[config.mk]
export PLATFORM = sky130hd
export DESIGN_NAME = block_dev_mmc
export DESIGN_NICKNAME = d
export VERILOG_FILES = /design/src/verilog/mmc_pkg.sv /design/src/verilog/spi_byte_engine.sv /design/src/verilog/blk_cmd_decode.sv /design/src/verilog/blk_sequencer.sv /design/src/verilog/blk_read_result.sv /design/src/verilog/block_dev_mmc.sv
export SDC_FILE = /design/constraint.sdc
export NUM_CORES = 1
export LEC_CHECK = 0
export BUFFER_PORTS_ARGS = -buffer_cell sky130_fd_sc_hd__buf_2
export CAP_MARGIN = 20
export CORE_MARGIN = 2
export CORE_UTILIZATION = 30
export CTS_BUF_LIST = sky130_fd_sc_hd__clkbuf_4 sky130_fd_sc_hd__clkbuf_8
export DETAILED_ROUTE_END_ITERATION = 8
export PLACE_DENSITY = 0.56
export SETUP_SLACK_MARGIN = 0.3
export SYNTH_ARGS = -nofsm -noshare
export SYNTH_HDL_FRONTEND = slang
export SYNTH_SLANG_ARGS = --single-unit
[constraint.sdc]
create_clock -name clk -period 6.8 [get_ports clk]
set_clock_uncertainty 0.15 [all_clocks]
set_input_delay 0.34 -clock clk [delete_from_list [all_inputs] [get_ports clk]]
set_output_delay 0.34 -clock clk [all_outputs]
set_load 0.02 [all_outputs]
[src/verilog/mmc_pkg.sv]
// Byte-addressed standard-capacity cards only, 512-byte blocks, CRC checked only on CMD0
package mmc_pkg;

	// Host command codes, the upper two are accepted and ignored
	typedef enum logic [1:0] {
		cmd_reset = 2'd0,
		cmd_read  = 2'd1,
		cmd_rsvd2 = 2'd2,
		cmd_rsvd3 = 2'd3
	} host_cmd_e;

	// 48-bit SPI command frame, sent MSB first
	typedef struct packed {
		logic [7:0]  index_byte;
		logic [31:0] arg;
		logic [7:0]  crc_byte;
	} mmc_frame_t;

	// Byte engine operations
	typedef enum logic [2:0] {
		op_none = 3'd0,
		op_wake = 3'd1,
		op_send = 3'd2,
		op_read = 3'd3,
		op_stop = 3'd4
	} eng_op_e;

	typedef struct packed {
		eng_op_e    op;
		mmc_frame_t frame;
	} eng_req_t;

	// Block geometry
	localparam int BLOCK_BYTES_LOG2 = 9;
	localparam int WORDS_PER_BLOCK = 256;

	// CRC is ignored by the card in SPI mode once CMD0 is through
	localparam logic [7:0] CRC_NONE = 8'h01;

	// Fixed command frames
	localparam mmc_frame_t CMD0_FRAME = '{
		index_byte: 8'h40,
		arg: 32'h0000_0000,
		crc_byte: 8'h95
	};
	localparam mmc_frame_t CMD1_FRAME = '{
		index_byte: 8'h41,
		arg: 32'h0000_0000,
		crc_byte: CRC_NONE
	};
	// Block length of 512 bytes
	localparam mmc_frame_t CMD16_FRAME = '{
		index_byte: 8'h50,
		arg: 32'(1 << BLOCK_BYTES_LOG2),
		crc_byte: CRC_NONE
	};
	localparam logic [7:0] CMD17_INDEX = 8'h51;
	localparam mmc_frame_t DUMMY_FRAME = '1;

	// R1 and data phase bytes
	localparam logic [7:0] R1_IDLE = 8'h01;
	localparam logic [7:0] R1_READY = 8'h00;
	localparam logic [7:0] BYTE_IDLE = 8'hFF;
	localparam logic [7:0] DATA_TOKEN = 8'hFE;

endpackage

[src/verilog/spi_byte_engine.sv]
// SPI mode 0 only; one fixed SCLK divider, SCLK_HALF must be 1 or more; one op at a time
`timescale 1ns/1ps

module spi_byte_engine #(
	parameter int SCLK_HALF = 2
) (
	input  logic              clk,
	input  logic              reset,
	input  mmc_pkg::eng_req_t eng_req,
	input  logic              mmc_di,
	output logic              eng_done,
	output logic [7:0]        rx_byte,
	output logic              mmc_cs,
	output logic              mmc_sclk,
	output logic              mmc_do
);
	import mmc_pkg::*;

	localparam int DIV_W = $clog2(SCLK_HALF + 1);
	localparam logic [DIV_W-1:0] HALF_LAST = DIV_W'(SCLK_HALF - 1);

	// SCLK periods per operation
	localparam logic [6:0] SEND_CLKS = 7'd48;
	localparam logic [6:0] READ_CLKS = 7'd8;
	localparam logic [6:0] WAKE_CLKS = 7'd80;
	localparam logic [6:0] STOP_CLKS = 7'd8;

	logic             busy;
	logic [DIV_W-1:0] div_cnt;
	logic [6:0]       clk_cnt;
	logic [6:0]       op_len;
	logic [47:0]      load_word;
	logic [47:0]      tx_shift;
	logic [7:0]       rx_shift;
	logic             accept;
	logic             half_end;

	assign accept = !busy && (eng_req.op != op_none);
	assign half_end = busy && (div_cnt == HALF_LAST);
	assign eng_done = !busy;
	assign rx_byte = rx_shift;

	always_comb begin
		op_len = READ_CLKS;
		// Only a send puts a frame on MOSI, all else clocks out ones
		load_word = '1;
		case (eng_req.op)
			op_send: begin
				op_len = SEND_CLKS;
				load_word = eng_req.frame;
			end
			op_wake: op_len = WAKE_CLKS;
			op_stop: op_len = STOP_CLKS;
			default: op_len = READ_CLKS;
		endcase
	end

	always_ff @(posedge clk) begin
		if (reset) begin
			busy <= 1'b0;
			div_cnt <= '0;
			clk_cnt <= '0;
			mmc_cs <= 1'b1;
			mmc_sclk <= 1'b0;
			mmc_do <= 1'b1;
		end else if (accept) begin
			busy <= 1'b1;
			div_cnt <= '0;
			clk_cnt <= op_len;
			mmc_do <= load_word[47];
			// Select stays low from a send or read until a stop or wake
			mmc_cs <= (eng_req.op == op_wake) || (eng_req.op == op_stop);
		end else if (half_end) begin
			div_cnt <= '0;
			mmc_sclk <= !mmc_sclk;
			if (mmc_sclk) begin
				// Falling edge, next bit out
				mmc_do <= tx_shift[46];
				clk_cnt <= clk_cnt - 7'd1;
				if (clk_cnt == 7'd1)
					busy <= 1'b0;
			end
		end else if (busy) begin
			div_cnt <= div_cnt + 1'b1;
		end
	end

	// Shift registers
	always_ff @(posedge clk) begin
		if (accept)
			tx_shift <= load_word;
		else if (half_end && mmc_sclk)
			tx_shift <= {tx_shift[46:0], 1'b1};
		// Sample MISO as SCLK rises
		if (half_end && !mmc_sclk)
			rx_shift <= {rx_shift[6:0], mmc_di};
	end

endmodule

[src/verilog/blk_cmd_decode.sv]
// Byte addressing only, so block addresses are limited to 23 bits; inited clears only on reset
`timescale 1ns/1ps

module blk_cmd_decode (
	input  logic                clk,
	input  logic                reset,
	input  mmc_pkg::host_cmd_e  bd_cmd,
	input  logic [22:0]         bd_addr,
	input  logic                bd_start,
	input  logic                set_inited,
	input  logic                next_block,
	output logic                req_valid,
	output mmc_pkg::host_cmd_e  req_cmd,
	output logic [31:0]         byte_addr,
	output logic                inited
);
	import mmc_pkg::*;

	localparam logic [31:0] BLOCK_STEP = 32'(1 << BLOCK_BYTES_LOG2);

	// Start pulse and command, one cycle behind the host
	always_ff @(posedge clk) begin
		if (reset) begin
			req_valid <= 1'b0;
			req_cmd <= cmd_reset;
		end else begin
			req_valid <= bd_start;
			// Command held for the whole request
			if (bd_start)
				req_cmd <= bd_cmd;
		end
	end

	// Card byte address of the current block
	always_ff @(posedge clk) begin
		if (bd_start)
			byte_addr <= {bd_addr, {BLOCK_BYTES_LOG2{1'b0}}};
		else if (next_block)
			byte_addr <= byte_addr + BLOCK_STEP;
	end

	// Sticky once the card has accepted CMD16
	always_ff @(posedge clk) begin
		if (reset)
			inited <= 1'b0;
		else if (set_inited)
			inited <= 1'b1;
	end

endmodule

[src/verilog/blk_sequencer.sv]
// R1 and token polls are unbounded, a card that never answers keeps the request busy
`timescale 1ns/1ps

module blk_sequencer #(
	parameter int BLOCKS_PER_REQ = 2
) (
	input  logic               clk,
	input  logic               reset,
	input  logic               req_valid,
	input  mmc_pkg::host_cmd_e req_cmd,
	input  logic [31:0]        byte_addr,
	input  logic               inited,
	input  logic               eng_done,
	input  logic [7:0]         rx_byte,
	input  logic               bd_rd,
	input  logic               last_word,
	input  logic               last_block,
	output mmc_pkg::eng_req_t  eng_req,
	output logic               set_inited,
	output logic               next_block,
	output logic               capture_lo,
	output logic               capture_hi,
	output logic               word_take,
	output logic               block_start,
	output logic               block_end,
	output logic               err_set,
	output logic               bd_bsy,
	output logic               bd_rdy,
	output logic               bd_iordy
);
	import mmc_pkg::*;

	typedef enum logic [4:0] {
		st_idle, st_wake, st_cmd0, st_resp0, st_stop0,
		st_cmd1, st_resp1, st_retry1, st_stop1,
		st_cmd16, st_resp16, st_stop16,
		st_dummy, st_cmd17, st_resp17, st_abort, st_token,
		st_lo, st_hi, st_host, st_crc0, st_crc1, st_stop17
	} state_e;

	state_e     state;
	state_e     state_next;
	eng_op_e    op_sel;
	logic       op_pend;
	logic       op_done;
	logic       final_block;

	// Engine has taken the op and finished it
	assign op_done = op_pend && eng_done;
	// Single-block requests never advance
	assign final_block = (BLOCKS_PER_REQ == 1) || last_block;

	assign bd_rdy = (state == st_idle) || (state == st_host);
	assign bd_iordy = (state == st_host);

	always_ff @(posedge clk) begin
		if (reset) begin
			state <= st_idle;
			op_pend <= 1'b0;
			bd_bsy <= 1'b0;
		end else begin
			state <= state_next;
			bd_bsy <= (state != st_idle);
			if (op_done)
				op_pend <= 1'b0;
			else if (op_sel != op_none && !eng_done)
				op_pend <= 1'b1;
		end
	end

	always_comb begin
		state_next = state;
		op_sel = op_none;
		eng_req.frame = DUMMY_FRAME;
		set_inited = 1'b0;
		next_block = 1'b0;
		capture_lo = 1'b0;
		capture_hi = 1'b0;
		word_take = 1'b0;
		block_start = 1'b0;
		block_end = 1'b0;
		err_set = 1'b0;
		case (state)
			st_idle: begin
				if (req_valid && req_cmd == cmd_reset)
					state_next = st_wake;
				else if (req_valid && req_cmd == cmd_read)
					state_next = inited ? st_dummy : st_wake;
			end
			// Initialisation
			st_wake: begin
				op_sel = op_wake;
				if (op_done)
					state_next = st_cmd0;
			end
			st_cmd0: begin
				op_sel = op_send;
				eng_req.frame = CMD0_FRAME;
				if (op_done)
					state_next = st_resp0;
			end
			st_resp0: begin
				op_sel = op_read;
				if (op_done && rx_byte == R1_IDLE)
					state_next = st_stop0;
				else if (op_done && !rx_byte[7])
					state_next = st_wake;
			end
			st_stop0: begin
				op_sel = op_stop;
				if (op_done)
					state_next = st_cmd1;
			end
			st_cmd1: begin
				op_sel = op_send;
				eng_req.frame = CMD1_FRAME;
				if (op_done)
					state_next = st_resp1;
			end
			st_resp1: begin
				op_sel = op_read;
				if (op_done && rx_byte == R1_READY)
					state_next = st_stop1;
				else if (op_done && rx_byte != BYTE_IDLE)
					state_next = st_retry1;
			end
			st_retry1: begin
				op_sel = op_stop;
				if (op_done)
					state_next = st_cmd1;
			end
			st_stop1: begin
				op_sel = op_stop;
				if (op_done)
					state_next = st_cmd16;
			end
			st_cmd16: begin
				op_sel = op_send;
				eng_req.frame = CMD16_FRAME;
				if (op_done)
					state_next = st_resp16;
			end
			st_resp16: begin
				op_sel = op_read;
				if (op_done && rx_byte == R1_READY)
					state_next = st_stop16;
			end
			st_stop16: begin
				op_sel = op_stop;
				if (op_done) begin
					set_inited = 1'b1;
					// A read that found the card cold carries on here
					state_next = (req_cmd == cmd_read) ? st_dummy : st_idle;
				end
			end
			// Block read
			st_dummy: begin
				op_sel = op_send;
				if (op_done)
					state_next = st_cmd17;
			end
			st_cmd17: begin
				op_sel = op_send;
				eng_req.frame = '{index_byte: CMD17_INDEX, arg: byte_addr, crc_byte: CRC_NONE};
				if (op_done)
					state_next = st_resp17;
			end
			st_resp17: begin
				op_sel = op_read;
				if (op_done && rx_byte == R1_READY) begin
					block_start = 1'b1;
					state_next = st_token;
				end else if (op_done && rx_byte != BYTE_IDLE) begin
					err_set = 1'b1;
					state_next = st_abort;
				end
			end
			st_abort: begin
				op_sel = op_stop;
				if (op_done)
					state_next = st_idle;
			end
			st_token: begin
				op_sel = op_read;
				if (op_done && rx_byte == DATA_TOKEN)
					state_next = st_lo;
			end
			st_lo: begin
				op_sel = op_read;
				capture_lo = op_done;
				if (op_done)
					state_next = st_hi;
			end
			st_hi: begin
				op_sel = op_read;
				capture_hi = op_done;
				if (op_done)
					state_next = st_host;
			end
			// Word on offer until the host takes it
			st_host: begin
				word_take = bd_rd;
				if (bd_rd)
					state_next = last_word ? st_crc0 : st_lo;
			end
			st_crc0: begin
				op_sel = op_read;
				if (op_done)
					state_next = st_crc1;
			end
			st_crc1: begin
				op_sel = op_read;
				if (op_done)
					state_next = st_stop17;
			end
			st_stop17: begin
				op_sel = op_stop;
				if (op_done) begin
					block_end = 1'b1;
					next_block = 1'b1;
					state_next = final_block ? st_idle : st_dummy;
				end
			end
			default: state_next = st_idle;
		endcase
		// Request withdrawn once the engine has taken it
		if (op_pend)
			eng_req.op = op_none;
		else
			eng_req.op = op_sel;
	end

endmodule

[src/verilog/blk_read_result.sv]
// Counts assume strobes from the sequencer only; an error also rewinds the block count
`timescale 1ns/1ps

module blk_read_result #(
	parameter int BLOCKS_PER_REQ = 2
) (
	input  logic        clk,
	input  logic        reset,
	input  logic [7:0]  rx_byte,
	input  logic        capture_lo,
	input  logic        capture_hi,
	input  logic        word_take,
	input  logic        block_start,
	input  logic        block_end,
	input  logic        err_set,
	output logic [15:0] bd_data_out,
	output logic        last_word,
	output logic        last_block,
	output logic        bd_err
);
	import mmc_pkg::*;

	localparam int WORD_W = $clog2(WORDS_PER_BLOCK);
	localparam int BLK_W = (BLOCKS_PER_REQ > 1) ? $clog2(BLOCKS_PER_REQ) : 1;

	logic [WORD_W-1:0] word_cnt;
	logic [BLK_W-1:0]  block_cnt;

	assign last_word = (word_cnt == WORD_W'(WORDS_PER_BLOCK - 1));
	assign last_block = (block_cnt == BLK_W'(BLOCKS_PER_REQ - 1));

	// First byte of the pair lands low
	always_ff @(posedge clk) begin
		if (capture_lo)
			bd_data_out[7:0] <= rx_byte;
		if (capture_hi)
			bd_data_out[15:8] <= rx_byte;
	end

	always_ff @(posedge clk) begin
		if (reset) begin
			word_cnt <= '0;
			block_cnt <= '0;
			bd_err <= 1'b0;
		end else begin
			bd_err <= err_set;
			if (block_start)
				word_cnt <= '0;
			else if (word_take)
				word_cnt <= word_cnt + 1'b1;
			// Wraps after the last block so the next request starts at zero
			if (err_set || (block_end && last_block))
				block_cnt <= '0;
			else if (block_end)
				block_cnt <= block_cnt + 1'b1;
		end
	end

endmodule

[src/verilog/block_dev_mmc.sv]
// Read and reset commands only; a read fetches BLOCKS_PER_REQ consecutive 512-byte blocks
`timescale 1ns/1ps

module block_dev_mmc #(
	parameter int BLOCKS_PER_REQ = 2,
	parameter int SCLK_HALF = 2
) (
	input  logic        clk,
	input  logic        reset,
	input  logic [1:0]  bd_cmd,
	input  logic [22:0] bd_addr,
	input  logic        bd_start,
	input  logic        bd_rd,
	input  logic        mmc_di,
	output logic [15:0] bd_data_out,
	output logic        bd_bsy,
	output logic        bd_rdy,
	output logic        bd_iordy,
	output logic        bd_err,
	output logic        mmc_cs,
	output logic        mmc_do,
	output logic        mmc_sclk
);
	import mmc_pkg::*;

	logic        req_valid;
	host_cmd_e   req_cmd;
	logic [31:0] byte_addr;
	logic        inited;
	logic        set_inited;
	logic        next_block;
	eng_req_t    eng_req;
	logic        eng_done;
	logic [7:0]  rx_byte;
	logic        capture_lo;
	logic        capture_hi;
	logic        word_take;
	logic        block_start;
	logic        block_end;
	logic        err_set;
	logic        last_word;
	logic        last_block;

	blk_cmd_decode i_decode (
		.clk        (clk),
		.reset      (reset),
		.bd_cmd     (host_cmd_e'(bd_cmd)),
		.bd_addr    (bd_addr),
		.bd_start   (bd_start),
		.set_inited (set_inited),
		.next_block (next_block),
		.req_valid  (req_valid),
		.req_cmd    (req_cmd),
		.byte_addr  (byte_addr),
		.inited     (inited)
	);

	blk_sequencer #(
		.BLOCKS_PER_REQ (BLOCKS_PER_REQ)
	) i_sequencer (
		.clk         (clk),
		.reset       (reset),
		.req_valid   (req_valid),
		.req_cmd     (req_cmd),
		.byte_addr   (byte_addr),
		.inited      (inited),
		.eng_done    (eng_done),
		.rx_byte     (rx_byte),
		.bd_rd       (bd_rd),
		.last_word   (last_word),
		.last_block  (last_block),
		.eng_req     (eng_req),
		.set_inited  (set_inited),
		.next_block  (next_block),
		.capture_lo  (capture_lo),
		.capture_hi  (capture_hi),
		.word_take   (word_take),
		.block_start (block_start),
		.block_end   (block_end),
		.err_set     (err_set),
		.bd_bsy      (bd_bsy),
		.bd_rdy      (bd_rdy),
		.bd_iordy    (bd_iordy)
	);

	blk_read_result #(
		.BLOCKS_PER_REQ (BLOCKS_PER_REQ)
	) i_result (
		.clk         (clk),
		.reset       (reset),
		.rx_byte     (rx_byte),
		.capture_lo  (capture_lo),
		.capture_hi  (capture_hi),
		.word_take   (word_take),
		.block_start (block_start),
		.block_end   (block_end),
		.err_set     (err_set),
		.bd_data_out (bd_data_out),
		.last_word   (last_word),
		.last_block  (last_block),
		.bd_err      (bd_err)
	);

	spi_byte_engine #(
		.SCLK_HALF (SCLK_HALF)
	) i_engine (
		.clk      (clk),
		.reset    (reset),
		.eng_req  (eng_req),
		.mmc_di   (mmc_di),
		.eng_done (eng_done),
		.rx_byte  (rx_byte),
		.mmc_cs   (mmc_cs),
		.mmc_sclk (mmc_sclk),
		.mmc_do   (mmc_do)
	);

endmodule

# == Word-level counts from Yosys, hierarchy flattened ==
# Cells that the tools add are included.
# classes
addsub,5
mul,0
div,0
n_lt_le_gt_ge,0
eq_ne,54
shift,0
muxes,61
bitwise_logic,1
n_reduce_logical,43
# ops
cell,n
$pmux W48 S4,1
$mux W5,26
$pmux W5 S22,1
$mux W47,2
$mux W32,2
$mux W48,1
$eq A5 B4 Y1 const B,8
$eq A5 B5 Y1 const B,7
$ne A2 B1 Y1 const B,17
$add A32 B10 Y32 const B,1
$reduce_and A22 Y1,1
$mux W7,3
$eq A5 B3 Y1 const B,4
$mux W1,18
$eq A8 B8 Y1 const B,2
$logic_and A1 B1 Y1,14
$pmux W7 S2,1
$mux W4,3
$pmux W3 S4,1
$eq A5 B2 Y1 const B,2
$reduce_bool A2 Y1,5
$ne A3 B1 Y1 const B,3
$reduce_or A9 Y1,1
$add A8 B1 Y8 const B,1
28 further kinds,39
# totals
register_bits,137
latch_bits,0
mem_bits_rw,0
romBits,0
in_bits,30
output_inout_bits,23
elab_cells,185
mem_count,0

# == Logic depth before layout (Yosys ltp) ==
# Gate-level depths: netlist of the first run.
# logic_depth
depth_word,8
ltp_mapped,9

# == Modules after synthesis ==
# From an unflattened synthesis of the first run, not the netlist that was laid out.
# hier_totals
cells_unflattened,622
hier_area_um2,6683.9
# by_module_without_submodules
module,n_inst,cells_per_inst,area_each_um2,seq_area_each_um2
spi_byte_engine,1,199,2856.5,1911.8
blk_cmd_decode,1,161,1582.8,770.7
blk_sequencer,1,202,1358.8,140.1
blk_read_result,1,60,885.8,680.7

# == Least setup slack after synthesis of the first run ==
# Ideal clock, no wire load.
# synth_timing
path_type,flip-flop to flip-flop
startpoint,register i_sequencer.state[0]
endpoint,register i_engine.clk_cnt[3]
arrival_time_ns,2.467
required_ns,6.564
slack_ns,4.097
stages_incl_launch_ff,10
n_path_buf,2
period_less_slack_ns,2.703
cell_sequence,dfxtp_1 buf_2 a21o_1 nand2_1 and3_1 clkbuf_1 nor2_1 inv_1 o21ai_0 a211oi_1
# synth_between
elab_chain_len,8
word_cells_on_any_way,35
# synth_lines
item,line,rtl
start: declaration,blk_sequencer.sv:41,state_e state;
start signal: assignment,blk_sequencer.sv:58,state <= st_idle;
start signal: assignment,blk_sequencer.sv:62,state <= state_next;
"$eq A5 B2 Y1, or another cell as far along",blk_sequencer.sv:83,case (state)
"$reduce_or A9 Y1 (no line), or another cell as far along",--,
$pmux W3 S4 *,blk_sequencer.sv:83,
$mux W3 *,blk_sequencer.sv:227,if (op_pend)
"parallel branches: the longest is 4 deep, another holds $pmux W7 S2",--,
end signal: assignment,spi_byte_engine.sv:69,clk_cnt <= op_len;
end signal: assignment,spi_byte_engine.sv:79,clk_cnt <= clk_cnt - 7'd1;
end: declaration,spi_byte_engine.sv:30,logic [6:0] clk_cnt;
# Every way passes the cells marked *.
# A chain may end at the register's enable or synchronous reset.

# == Final worst setup path of the first run ==
# layout_timing
startpoint,register i_sequencer.state[2]
endpoint,register i_engine.clk_cnt[3]
# The elaborated chain is that of the path after synthesis.

==> results of run 1 <==
## layout make-up
type	count	area [µm²]	share of cell area, %
clock buffers	18	241	3.38
clock inverters	14	165	2.31
repair buffers	73	458	6.42
multi-input cells	428	2410	33.8
flip-flops and latches	127	3470	48.7
inverters	13	48.8	0.684
well taps	270	338	4.73
## flip-flops by register name, indices dropped and copies added (netlist names)
signal                cells
i_decode.byte_addr       23
i_decode.inited           1
i_decode.req_cmd          2
i_decode.req_valid        1
i_engine.busy             1
i_engine.clk_cnt          7
i_engine.div_cnt          2
i_engine.mmc_cs           1
i_engine.mmc_do           1
i_engine.mmc_sclk         1
i_engine.rx_byte          8
i_engine.tx_shift        46
i_result.bd_data_out     16
i_result.bd_err           1
i_result.last_block       1
i_result.word_cnt         8
i_sequencer.bd_bsy        1
i_sequencer.op_pend       1
i_sequencer.state         5
## per-stage QoR
stage	instance area, µm²	cells	setup WS [ns]	hold slack (ns)	utilization [%]
after floorplan	6080	605	4.10	0.289	-
after global placement	6570	895	3.84	0.297	32.8
after detailed placement	6580	896	3.83	0.290	32.8
after CTS	7120	942	3.81	0.00121	35.5
after global routing	7140	943	3.54	0.0112	35.6
final	7140	943	3.82	0.0351	35.6
## critical path, stage by stage, from the launching register on
cell,delay (ns)
sky130_fd_sc_hd__dfxtp_1,0.83
sky130_fd_sc_hd__nor3_1,0.14
sky130_fd_sc_hd__nand2_1,0.19
sky130_fd_sc_hd__and3_1,0.17
sky130_fd_sc_hd__buf_4,0.30
sky130_fd_sc_hd__nor2_1,0.13
sky130_fd_sc_hd__clkinv_1,0.06
sky130_fd_sc_hd__buf_4,0.48
sky130_fd_sc_hd__o21ai_0,0.17
sky130_fd_sc_hd__a211oi_1,0.24
## per-layer routing
| metal | up-vias | GRT usage, % | share of wire (%) |
|---|---|---|---|
| li1 | 2306 | - | - |
| met1 | 2069 | 17.1 | 50 |
| met2 | 103 | 18.5 | 44 |
| met3 | 11 | 3.41 | 4.3 |
| met4 | 0 | 4.32 | 1.2 |
| met5 | - | 0 | 0 |
## report_power, final
| part | switching [mW] | internal (mW) |
|---|---|---|
| clock | 0.311 | 0.366 |
| sequential | 0.104 | 1.13 |
| combinational | 0.452 | 0.265 |
| total | 0.866 | 1.77 |
## worst max-delay path by stage
stage                                endpoint  slack [ns]  cells past startpoint
after CTS                 i_engine.clk_cnt[3]        3.81                      9
after detailed placement  i_engine.clk_cnt[3]        3.83                      9
after floorplan           i_engine.clk_cnt[3]        4.10                      9
after global routing      i_engine.clk_cnt[3]        3.54                      9
after global placement    i_engine.clk_cnt[3]        3.84                      9
final                     i_engine.clk_cnt[3]        3.82                      9
## logic make-up (layout without fill, tap and decap cells)
kind of cell	count (synthesis)	count (layout)
AO/OA/AOI/OAI	156	156
XOR/XNOR	31	31
adder cells (fa/ha/maj)	6	6
buffers and inverters	50	118
flip-flops	127	127
multiplexers	4	4
AND/OR/NAND/NOR	231	231
## cell usage in the layout, fill, tap and decap left out, drive strengths merged, types with 14 or more instances in the layout
cell and n:
dlygate4sd3 14, xor2 18, nand2 83, o21a 21, nor3 27, a21oi 49
o21ai 59, nor2 50, clkbuf 18, dfxtp 34, edfxtp 93, nand3 20
buf 59, inv 14
==> impl.org, run 1 <==
** Critical path
- STA classifies the critical path startpoint as a flip-flop.
- STA classifies the critical path endpoint as a flip-flop.
- The worst setup path is of the reg2reg kind.
- In this run the worst setup path begins at i_sequencer.state[2].
- The worst register-to-register path begins at i_sequencer.state[2].
- Critical path peak fanout :: 47
- Required time of the critical path :: 7.01 ns
- Register-to-Register Setup Slack :: around 3.8 ns
- Reg-to-reg critical path endpoint :: i_engine.clk_cnt[3]
- STA puts the critical path data arrival time at 3.19 ns.
- For the worst flop-to-flop path, the logic depth is 9.

** Die
- Die Outline Area :: 0.0214 mm²
- The core region is ~0.02 mm².
- Measured along the x axis, the die boundary spans 146 µm.
- # IOs :: 53
- Chip height :: 146 µm
- Initial cell density of the core :: between 30% and 40%
- The initialized floorplan defines 52 standard-cell rows.

** Worst hold path
- The path with the worst hold slack has its endpoint at i_decode.byte_addr[22].
- The worst hold path passes through 3 cells.
- Worst Min Path Start :: bd_addr[13]
- Hold crit path type :: in2reg

** CTS
- After clock tree synthesis, the clock-pin slew on the worst setup and hold paths is approximately 0.08 ns.
- Clock tree from TritonCTS :: yes
- Number of H-tree levels :: 4
- Sink Count :: around 130
- Cts repair resizes :: 0
- After clock tree synthesis, the flow added hold-fix buffers numbering 14.
- Post-CTS setup buffers :: 0
- Skew-Pair Late Insertion Delay :: 0.44 ns
- Buffer levels on the longest clock path :: 2
- The tree is rooted in a sky130_fd_sc_hd__clkbuf_8.
- Number of buffers inserted during clock tree synthesis :: 17

** Drt
- Number of nets with antenna violations after routing :: 0
- Number of vias in the routed layout :: ~4500
- The first routing iteration left 350 violations.
- After detailed routing, the number of vias per cell comes to around 4.8.
- In the final routed layout, each cell accounts on average for 13.6 µm.
- The final layout contains routed wiring with a total length of approximately 13000 µm.
- In the routed design, unresolved DRC markers number 0.
- TritonRoute pass-1 iters :: 5

** Final layout
- In the final layout, the share of cells above drive strength 1 is between 15 and 20%.
- The number of antenna diodes in the final layout is 0.
- At the end of the flow, the number of nets in the layout was between 600 and 700.
- The layout has roughly 2100 filler cells.
- Relative to the synthesized area, the layout overhead comes to 17.4%.

** STA
- Measured against its own limit, the worst slew margin works out to a little under half.
- Ratio of final minimum period to clock period :: ~44%
- For this run, the top clock speed supported by timing is between 300 and 400 MHz.
- Total setup violations reported at the end of the flow :: 0
- The number of max-slew violations in the final report came to 0.
- The count of endpoints failing hold in the final timing report is 0.
- Setup repair after global routing left no endpoint under its margin.
- Least-Margin Pin Slew :: 0.779 ns
- For the finished layout, the period the worst path requires is roughly 3 ns.
- In the final timing run, aggregate negative setup slack is 0 ns.

** Synthesis
- Area share of xor/xnor cells in the synthesized design :: approximately 4.5%
- Counting instances in the post-synthesis netlist gives the leading cell types as sky130_fd_sc_hd__edfxtp_1, sky130_fd_sc_hd__nand2_1, sky130_fd_sc_hd__o21ai_0.
- Number of enable flip-flop cells after synthesis :: 93
- Summing the areas of all and, or, nand and nor instances in the mapped netlist gives around 18% of the synthesized area.
- Share of the yosys chip area belonging to registers :: 57.1%
- Top cell type's share of synthesized area :: approximately 46%
- By area, the combinational part of the netlist is dominated by simple AND/OR/NAND/NOR gates.
- Syn Area/Cell :: 10.1 µm²
- Largest cells by area after synthesis :: sky130_fd_sc_hd__edfxtp_1, sky130_fd_sc_hd__dfxtp_1, sky130_fd_sc_hd__nand2_1, sky130_fd_sc_hd__o21ai_0, sky130_fd_sc_hd__a21oi_1
- Synthesis produced a netlist whose cell count is around 610.
- Ys flop type :: sky130_fd_sc_hd__edfxtp_1
- Async set or reset register ratio after synthesis :: 0%
- Count of warnings emitted by yosys :: 0
- sky130_fd_sc_hd__edfxtp_1 takes more of the synthesized area than any other cell.
- Adder and majority cell fraction of the synthesized area :: about 1.2%
- Among all cell types in the netlist, the one instantiated most often is sky130_fd_sc_hd__edfxtp_1.
- Netlist Area Pre-Place :: 0.00608 mm²
- Mux cell area share after synthesis :: less than 1%
- Compound-gate portion of the synthesized area :: between 10% and 20%
- Net count of the mapped netlist :: 640
- Counting flops and latches in the post-synthesis netlist gives 127.
- Synth cell types :: 56

** Global route
- After global routing the overflow that remains totals 0.
- Overall routing resource usage :: 12.3%
- The via count of the first global-routing pass came to approximately 4200.
- Antenna violations before repair :: 0
- Entering global routing, the biggest net connects 56 pins.
- Wire length of the first global-routing pass :: between 20000 and 25000 µm

** Power and ir drop
- Cell leakage power :: between 2 and 3 nW
- Overall power consumption :: between 2 and 3 mW
- Max rail drop VDD :: ~0.19 mV
- Pwr per Cell Area :: roughly 370 mW/mm²

** Placement
- Number of buffers added on ports :: 52
- Final weighted congestion of routability-driven global placement :: 0.879
- Estimated wirelength of the detail-placed design :: roughly 8300 µm

** Run status
- The run finished with clean final reports.

** Flow run
- MaxCap Viol Count :: 0
(Power assumes the default switching activity.)
==> run 2: changes to the inputs <==
- PLACE_DENSITY: 0.56 -> 0.57
- clock period: 6.8 -> 2.6 ns (I/O delays scaled with it)
==> impl.org, run 2 (same netlist as run 1, synthesis figures left out) <==
** Global route
- The initial antenna violation count was 0 (unchanged).
- Number of global-route vias before repair :: 4443 (+5.4%)
- Grt ovf :: 0 (unchanged)
- The first-pass GRT wire length was 22000 µm (+4.2%).
- Overall routing resource usage :: 12.8% (+0.52 points)
- The maximum number of pins on one net before global-route repair came to 55 (-1.8%).

** Critical path
- CP arrival :: 2.38 ns (-0.81 ns)
- Among cell families on the critical path, the largest total delay comes from compound AO/OA/AOI/OAI gates.
- Peak per-stage delay on the critical path :: 0.43 ns (-0.40 ns)
- The required time of the worst setup path is 2.76 ns (-4.25 ns).
- Critical path peak fanout :: 21 (-55%)
- In this run the critical register-to-register path is launched from i_sequencer.state[3].
- The minimum setup slack among reg-to-reg paths was 0.38 ns (-3.45 ns).
- The setup path with the least slack is of type reg2reg.
- The worst setup path is captured at a flip-flop.
- In this run the critical register-to-register path is captured at i_sequencer.state[2].
- Cell Chain, Critical Path :: or3_1 -> a221o_1 -> a32oi_2 -> o21ai_2 -> o311ai_2 -> o41ai_1
- Launching element type of the critical path :: flip-flop
- The number of buffer and inverter instances along the worst setup path came to 0 (-3).
- Number of cells on the worst reg-to-reg path :: 6 (-3)
- CP max stage cell :: sky130_fd_sc_hd__dfxtp_4

** CTS
- The number of buffers inserted by post-CTS setup repair is 0 (unchanged).
- The clock-pin slew on the worst setup and hold paths was 0.07 ns (about the same).
- Clock tree from TritonCTS :: yes
- The root buffer cell chosen for the clock tree is sky130_fd_sc_hd__clkbuf_8.
- The CTS H-tree depth is 4 (unchanged).
- The clock net sink count was 127 (unchanged).
- Buffer levels on the longest clock path :: 2 (unchanged)
- Skew-Pair Late Insertion Delay :: 0.44 ns (about the same)
- The number of buffers added by the clock tree synthesis step is 17 (unchanged).

** Drt
- The routed wire length on met2 was 5970 µm (+5.1%).
- Signal routing reaches up to met4.
- The detailed-router iteration count before antenna repair is 4 (-1).
- The number of violations reported at the end of detailed-routing iteration 0 was 380 (+8.6%).
- Number of nets with antenna violations after routing :: 0 (unchanged)
- The routed via count divided by cell count came to 4.72 (-0.87%).
- The total number of vias is 4615 (+2.8%).
- Detailed-routed wire length on met3 :: 567 µm (+3.8%)
- The total detailed-routing wirelength came to 13200 µm (+2.8%).
- The number of remaining DRC errors is 0 (unchanged).
- WL per Instance :: 13.5 µm (-0.86%)
- The met1 layer wirelength in the final routing came to 6470 µm (+0.17%).

** STA
- Shortest clock period the worst path allows after layout :: 2.22 ns (-0.750 ns)
- RSZ-0062 raised after global routing :: yes
- Pins Over Slew Limit :: 0 (unchanged)
- Ratio of final minimum period to clock period :: 85.6% (+42 points)
- The normalized max-slew margin came to 55.5% (+7.5 points).
- WHS :: 0.143 ns (+0.108 ns)
- Hold Vio Cnt, Final :: 0 (unchanged)
- Maximum clock frequency :: 450 MHz (+34%)
- The setup-violating endpoint count in the final report is 0 (unchanged).
- The transition time at the pin with the least slew margin came to 0.666 ns (-0.114 ns).
- Total negative slack :: 0 ns (unchanged)

** Power and ir drop
- Pwr per Cell Area :: 949 mW/mm² (+160%)
- Clk pwr share :: 25.9% (+0.2 points)
- The sequential share of power is 44.6% (-2.5 points).
- The cell leakage power is 2.72 nW (+7.7%).
- The share of power burned in combinational logic was 29.5% (+2.3 points).
- Internal power :: 4.85 mW (+170%)
- Power spent charging and discharging nets :: 2.30 mW (+170%)
- Sw Share :: 32.2% (-0.71 points)
- The peak supply drop was 0.412 mV (+120%).

** Placement
- Final weighted congestion of routability-driven global placement :: 0.908 (+3.4%)
- Estimated wirelength of the detail-placed design :: 8730 µm (+5.6%)
- Number of buffers added on ports :: 52 (unchanged)

** Die
- The number of placement rows is 52 (unchanged).
- The total die area came to 0.0214 mm² (unchanged).
- The die height is 146 µm (unchanged).
- The initial cell density of the core came to 30.3% (unchanged).
- # IOs :: 53 (unchanged)
- Area of the core :: 0.0200 mm² (unchanged)
- The width of the die was 146 µm (unchanged).

** Worst hold path
- Hold-critical path depth :: 4 (+1)
- For hold timing, the worst endpoint is i_result.word_cnt[0].
- Hold crit path type :: in2reg
- Worst Min Path Start :: bd_rd

** Final layout
- Register with the most flip-flops :: i_engine.tx_shift
- The area growth from synthesis to layout is 23.8%.
- The final core utilization was 37.6% (+2.0 points).
- Inserted Diodes :: 0 (unchanged)
- In the final layout, the registers with the most flip-flops are i_engine.tx_shift: 46 flops, i_decode.byte_addr: 23 flops, i_result.bd_data_out: 16 flops.
- The final-layout fill cell count came to 2015 (-2.7%).
- Final net count :: 730 (+5.0%)
- The flip-flop count of the largest register after layout was 46 (unchanged).
- Most common library cell in the layout ignoring fill and taps :: sky130_fd_sc_hd__edfxtp_1
- Share of layout cells above drive strength 1 :: 18.2% (+3.1 points)
- In the layout the commonest cells are sky130_fd_sc_hd__edfxtp_1, sky130_fd_sc_hd__nand2_1, sky130_fd_sc_hd__o21ai_0, sky130_fd_sc_hd__buf_2, sky130_fd_sc_hd__a21oi_1.

** Run status
- The run finished with clean final reports.

** Flow run
- MaxCap Viol Count :: 0 (unchanged)
-- run 2: cell types whose count changed in the layout (fill, tap and decap cells not counted), sizes merged, moves of 2 or more --
cell / previous run / this run
buf: 59 / 78
clkbuf: 18 / 20
clkinv: 9 / 5
clkinvlp: 1 / 4
dlygate4sd3: 14 / 30
inv: 14 / 12
-- run 2: metrics by stage --
stage | instances | instance area (µm²) | setup slack, ns | total power, mW
floorplan | 605 | 6110 | 0.290 | 4.69
global placement | 916 | 6760 | 0.356 | 5.30
detailed placement | 916 | 6760 | 0.349 | 5.32
CTS | 978 | 7490 | 0.333 | 7.22
global route | 978 | 7530 | 0.298 | 7.63
finish | 978 | 7530 | 0.375 | 7.15
-- run 2: worst max path at each step --
| stage | from | endpoint | slack (ns) | depth (start not counted) |
|---|---|---|---|---|
| final | i_sequencer.state[3] | i_sequencer.state[2] | 0.38 | 6 |
| after global routing | i_sequencer.state[3] | i_sequencer.state[2] | 0.30 | 6 |
| after CTS | i_decode.byte_addr[9] | i_decode.byte_addr[27] | 0.33 | 7 |
| after detailed placement | i_decode.byte_addr[9] | i_decode.byte_addr[27] | 0.35 | 7 |
| after global placement | i_engine.rx_byte[4] | i_sequencer.state[2] | 0.36 | 7 |
| after floorplan | i_sequencer.state[3] | i_engine.tx_shift[10] | 0.29 | 7 |
-- run 2: layout make-up --
type	count	area, µm²	area share, %
flip-flops and latches	127	3480	46.2
multi-input cells	428	2470	32.8
repair buffers	108	768	10.2
well taps	270	338	4.49
clock buffers	20	256	3.41
clock inverters	12	168	2.23
inverters	13	52.6	0.698
-- run 2: routing by layer --
| layer | vias to the layer above | track usage, % |
|---|---|---|
| met1 | 2115 | 17.5 |
| met4 | 0 | 4.66 |
| met3 | 16 | 3.25 |
| li1 | 2367 | - |
| met5 | - | 0 |
| met2 | 117 | 19.9 |
-- run 2: power groups by stage --
stage	registers (mW)	logic [mW]	clock network, mW
2_1_floorplan	3.17	1.52	0
3_3_place_gp	3.22	2.08	0
3_5_place_dp	3.23	2.09	0
4_1_cts	3.20	2.14	1.89
5_1_grt	3.25	2.40	1.98
6_report	3.19	2.11	1.85
-- run 2: worst min-delay path, delay by kind of cell --
family | cells | cell delay [ns]
buffers and inverters | 1 | 0.12
xor gates and xnor gates | 1 | 0.15
and+or+nand+nor | 2 | 0.28
-- run 2: timing repair --
item / CTS / global route
gates resized for setup: 0 / 10
hold endpoints to repair: 30 / 0
hold buffers: 30 / 0
endpoints found under the setup margin: 0 / 64
==> run 3: changes to the inputs <==
- PLACE_DENSITY: 0.57 -> 0.56
- RECOVER_POWER: unset -> 25
- clock period: 2.6 -> 2.1 ns (I/O delays scaled with it)
==> impl.org, run 3 (same netlist as run 1, synthesis figures left out) <==
** Die
- Num rows :: 52 (unchanged)
- The top-level port count is 53 (unchanged).
- The die height came to 146 µm (unchanged).
- Area of the core :: 0.0200 mm² (unchanged)
- Initial cell density of the core :: 30.3% (unchanged)
- The total die area came to 0.0214 mm² (unchanged).
- Horiz. Die Dim :: 146 µm (unchanged)

** Global route
- The first-pass GRT wire length is 23700 µm (+7.7%).
- The via count of the first global-routing pass came to 4771 (+7.4%).
- The maximum number of pins on one net before global-route repair is 27 (-51%).
- Grt ovf :: 0 (unchanged)
- Overall routing resource usage :: 13.9% (+1.0 points)
- Antenna violations before repair :: 0 (unchanged)

** Worst hold path
- Worst Min Path Start :: reset
- Hold-critical path depth :: 2 (-2)
- For hold timing, the worst endpoint is i_sequencer.bd_bsy.
- The worst hold path belongs to the class in2reg.

** Final layout
- Most common library cell in the layout ignoring fill and taps :: sky130_fd_sc_hd__edfxtp_1
- The final core utilization is 43.9% (+6.4 points).
- Relative area change from synthesis to final layout :: 44.8%
- Total of fill cells in the finished design :: 1932 (-4.1%)
- The final net count came to 818 (+12%).
- The number of antenna repair diodes was 0 (unchanged).
- The flip-flop count of the largest register after layout is 46 (unchanged).
- Register with the most flip-flops :: i_engine.tx_shift
- The top cell types in the final layout, fill and taps aside, are sky130_fd_sc_hd__edfxtp_1, sky130_fd_sc_hd__nand2_1, sky130_fd_sc_hd__buf_4, sky130_fd_sc_hd__a21oi_1, sky130_fd_sc_hd__o21ai_0.
- The largest registers in the layout are i_engine.tx_shift: 46 flops, i_decode.byte_addr: 23 flops, i_result.bd_data_out: 16 flops.
- The ratio of cells with drive above 1 in the final layout came to 31.8% (+14 points).

** Power and ir drop
- Cell leakage power :: 3.22 nW (+18%)
- Max rail drop VDD :: 0.545 mV (+32%)
- Pwr per Cell Area :: 1180 mW/mm² (+24%)
- Overall power consumption :: 10.4 mW (+45%)

** Placement
- The number of input and output port buffers inserted was 52 (unchanged).
- The final HPWL from detailed placement was 9240 µm (+5.8%).
- Final weighted congestion of routability-driven global placement :: 0.904 (-0.51%)
- Worst slack after detailed placement :: 0.0312 ns (-0.318 ns)

** Drt
- The number of violations reported at the end of detailed-routing iteration 0 came to 317 (-17%).
- Number of nets with antenna violations after routing :: 0 (unchanged)
- WL per Instance :: 14.6 µm (+8.3%)
- Number of remaining DRC errors :: 0 (unchanged)
- The detailed-router iteration count before antenna repair came to 4 (unchanged).
- The routed via count divided by cell count came to 4.71 (-0.16%).
- Number of vias in the routed layout :: 5022 (+8.8%)
- Wire length reported by the detailed router :: 15600 µm (+18%)

** STA
- Shortest clock period the worst path allows after layout :: 2.05 ns (-0.171 ns)
- The worst hold margin came to -0.104 ns (-0.247 ns).
- The transition time at the pin with the least slew margin is 0.939 ns (+0.274 ns).
- Maximum clock frequency :: 487 MHz (+8.3%)
- The number of max-slew violations in the final report is 0 (unchanged).
- RSZ-0062 raised after global routing :: yes
- Total negative slack :: 0 ns (unchanged)
- Setup slack after layout :: 0.0460 ns (-0.329 ns)
- The post-route fraction of the period consumed by the critical path came to 97.8% (+12 points).
- Slew HR :: 37.4% (-18 points)
- Hold Vio Cnt, Final :: 9 (+9)
- The setup-violating endpoint count in the final report came to 0 (unchanged).

** Critical path
- Reg-to-reg critical path endpoint :: i_engine.tx_shift[37]
- The worst setup path is captured at a flip-flop.
- STA classifies the critical path startpoint as a flip-flop.
- The highest net fanout along the worst path is 11 (-48%).
- The startpoint identified for the worst register-to-register timing path is i_sequencer.state[1].
- Register-to-Register Setup Slack :: 0.05 ns (-0.33 ns)
- CP arrival :: 2.12 ns (-0.26 ns)
- The required time of the worst setup path was 2.17 ns (-0.59 ns).
- Critical Setup Path Class :: reg2reg
- The worst reg2reg path depth was 9 (+3).

** CTS
- Skew-Pair Late Insertion Delay :: 0.44 ns (about the same)
- The number of buffers added by the clock tree synthesis step is 17 (unchanged).
- CTS placed an instance of sky130_fd_sc_hd__clkbuf_8 at the clock tree root.
- Hold buffer count at cts :: 29 (-3.3%)
- Clock transition at path regs :: 0.08 ns (about the same)
- The CTS H-tree depth came to 4 (unchanged).
- TritonCTS built the clock tree.
- Buffer levels on the longest clock path :: 2 (unchanged)
- Sink Count :: 127 (unchanged)

** Run status
- Result of the run :: finished, violations left
- Failing checks :: hold timing

** Flow run
- The max-capacitance violation count is 0 (unchanged).
## run 3: final cells by class
cell class / instances / area, µm² / share of cell area (%)
clock inverters: 14 / 119 / 1.35
repair buffers: 196 / 1770 / 20.1
clock buffers: 18 / 241 / 2.74
well taps: 270 / 338 / 3.84
inverters: 13 / 55.1 / 0.625
multi-input cells: 428 / 2790 / 31.7
flip-flops and latches: 127 / 3490 / 39.6
## run 3: report_power, final
| part | internal, mW | leakage (nW) | total (mW) | switching, mW |
|---|---|---|---|---|
| sequential | 3.67 | 1.14 | 3.92 | 0.248 |
| combinational | 2.30 | 1.92 | 4.47 | 2.17 |
| clock | 0.937 | 0.166 | 1.96 | 1.03 |
| total | 6.91 | 3.22 | 10.4 | 3.44 |
## run 3: worst max path at each step
stage,start,endpoint,cells past startpoint
floorplan,i_sequencer.state[3],i_engine.tx_shift[10],7
global placement,i_sequencer.state[0],i_sequencer.state[4],7
detailed placement,i_sequencer.state[1],i_sequencer.state[3],6
CTS,i_sequencer.state[1],i_sequencer.state[3],6
global route,i_engine.rx_byte[5],i_sequencer.state[3],6
finish,i_sequencer.state[1],i_engine.tx_shift[37],9
## run 3: per-layer routing
metal,share of wire [%],vias to the layer above,track usage [%]
met4,0.80,0,4.42
met5,0,-,0
li1,-,2557,-
met1,47,2368,18.6
met2,49,90,22.3
met3,3.8,7,3.22
## run 3: critical path: stages (launching register included)
cell and delay (ns):
sky130_fd_sc_hd__dfxtp_2 0.32, sky130_fd_sc_hd__buf_4 0.15, sky130_fd_sc_hd__buf_4 0.15, sky130_fd_sc_hd__nor3_4 0.14, sky130_fd_sc_hd__nand2_2 0.08, sky130_fd_sc_hd__and3_4 0.17, sky130_fd_sc_hd__nor2_4 0.12, sky130_fd_sc_hd__clkinvlp_4 0.12
sky130_fd_sc_hd__buf_6 0.14, sky130_fd_sc_hd__bufbuf_16 0.27
## run 3: what timing repair did
| action | in CTS | in global routing |
|---|---|---|
| gates resized for setup | 65 | 63 |
| buffers inserted | 23 | 15 |
| cloned | 5 | 8 |
| setup endpoints to repair | 164 | 163 |
| endpoints found under the hold margin | 36 | 8 |
| pin swaps | 19 | 32 |
## run 3: per-stage QoR
| stage | std cells | area (µm²) | hold slack, ns |
|---|---|---|---|
| 2_1_floorplan | 605 | 6180 | 0.0539 |
| 6_report | 1066 | 8810 | -0.104 |
| 3_3_place_gp | 954 | 7180 | 0.155 |
| 4_1_cts | 1043 | 8350 | -0.125 |
| 5_1_grt | 1066 | 8810 | -0.113 |
| 3_5_place_dp | 954 | 7180 | 0.155 |
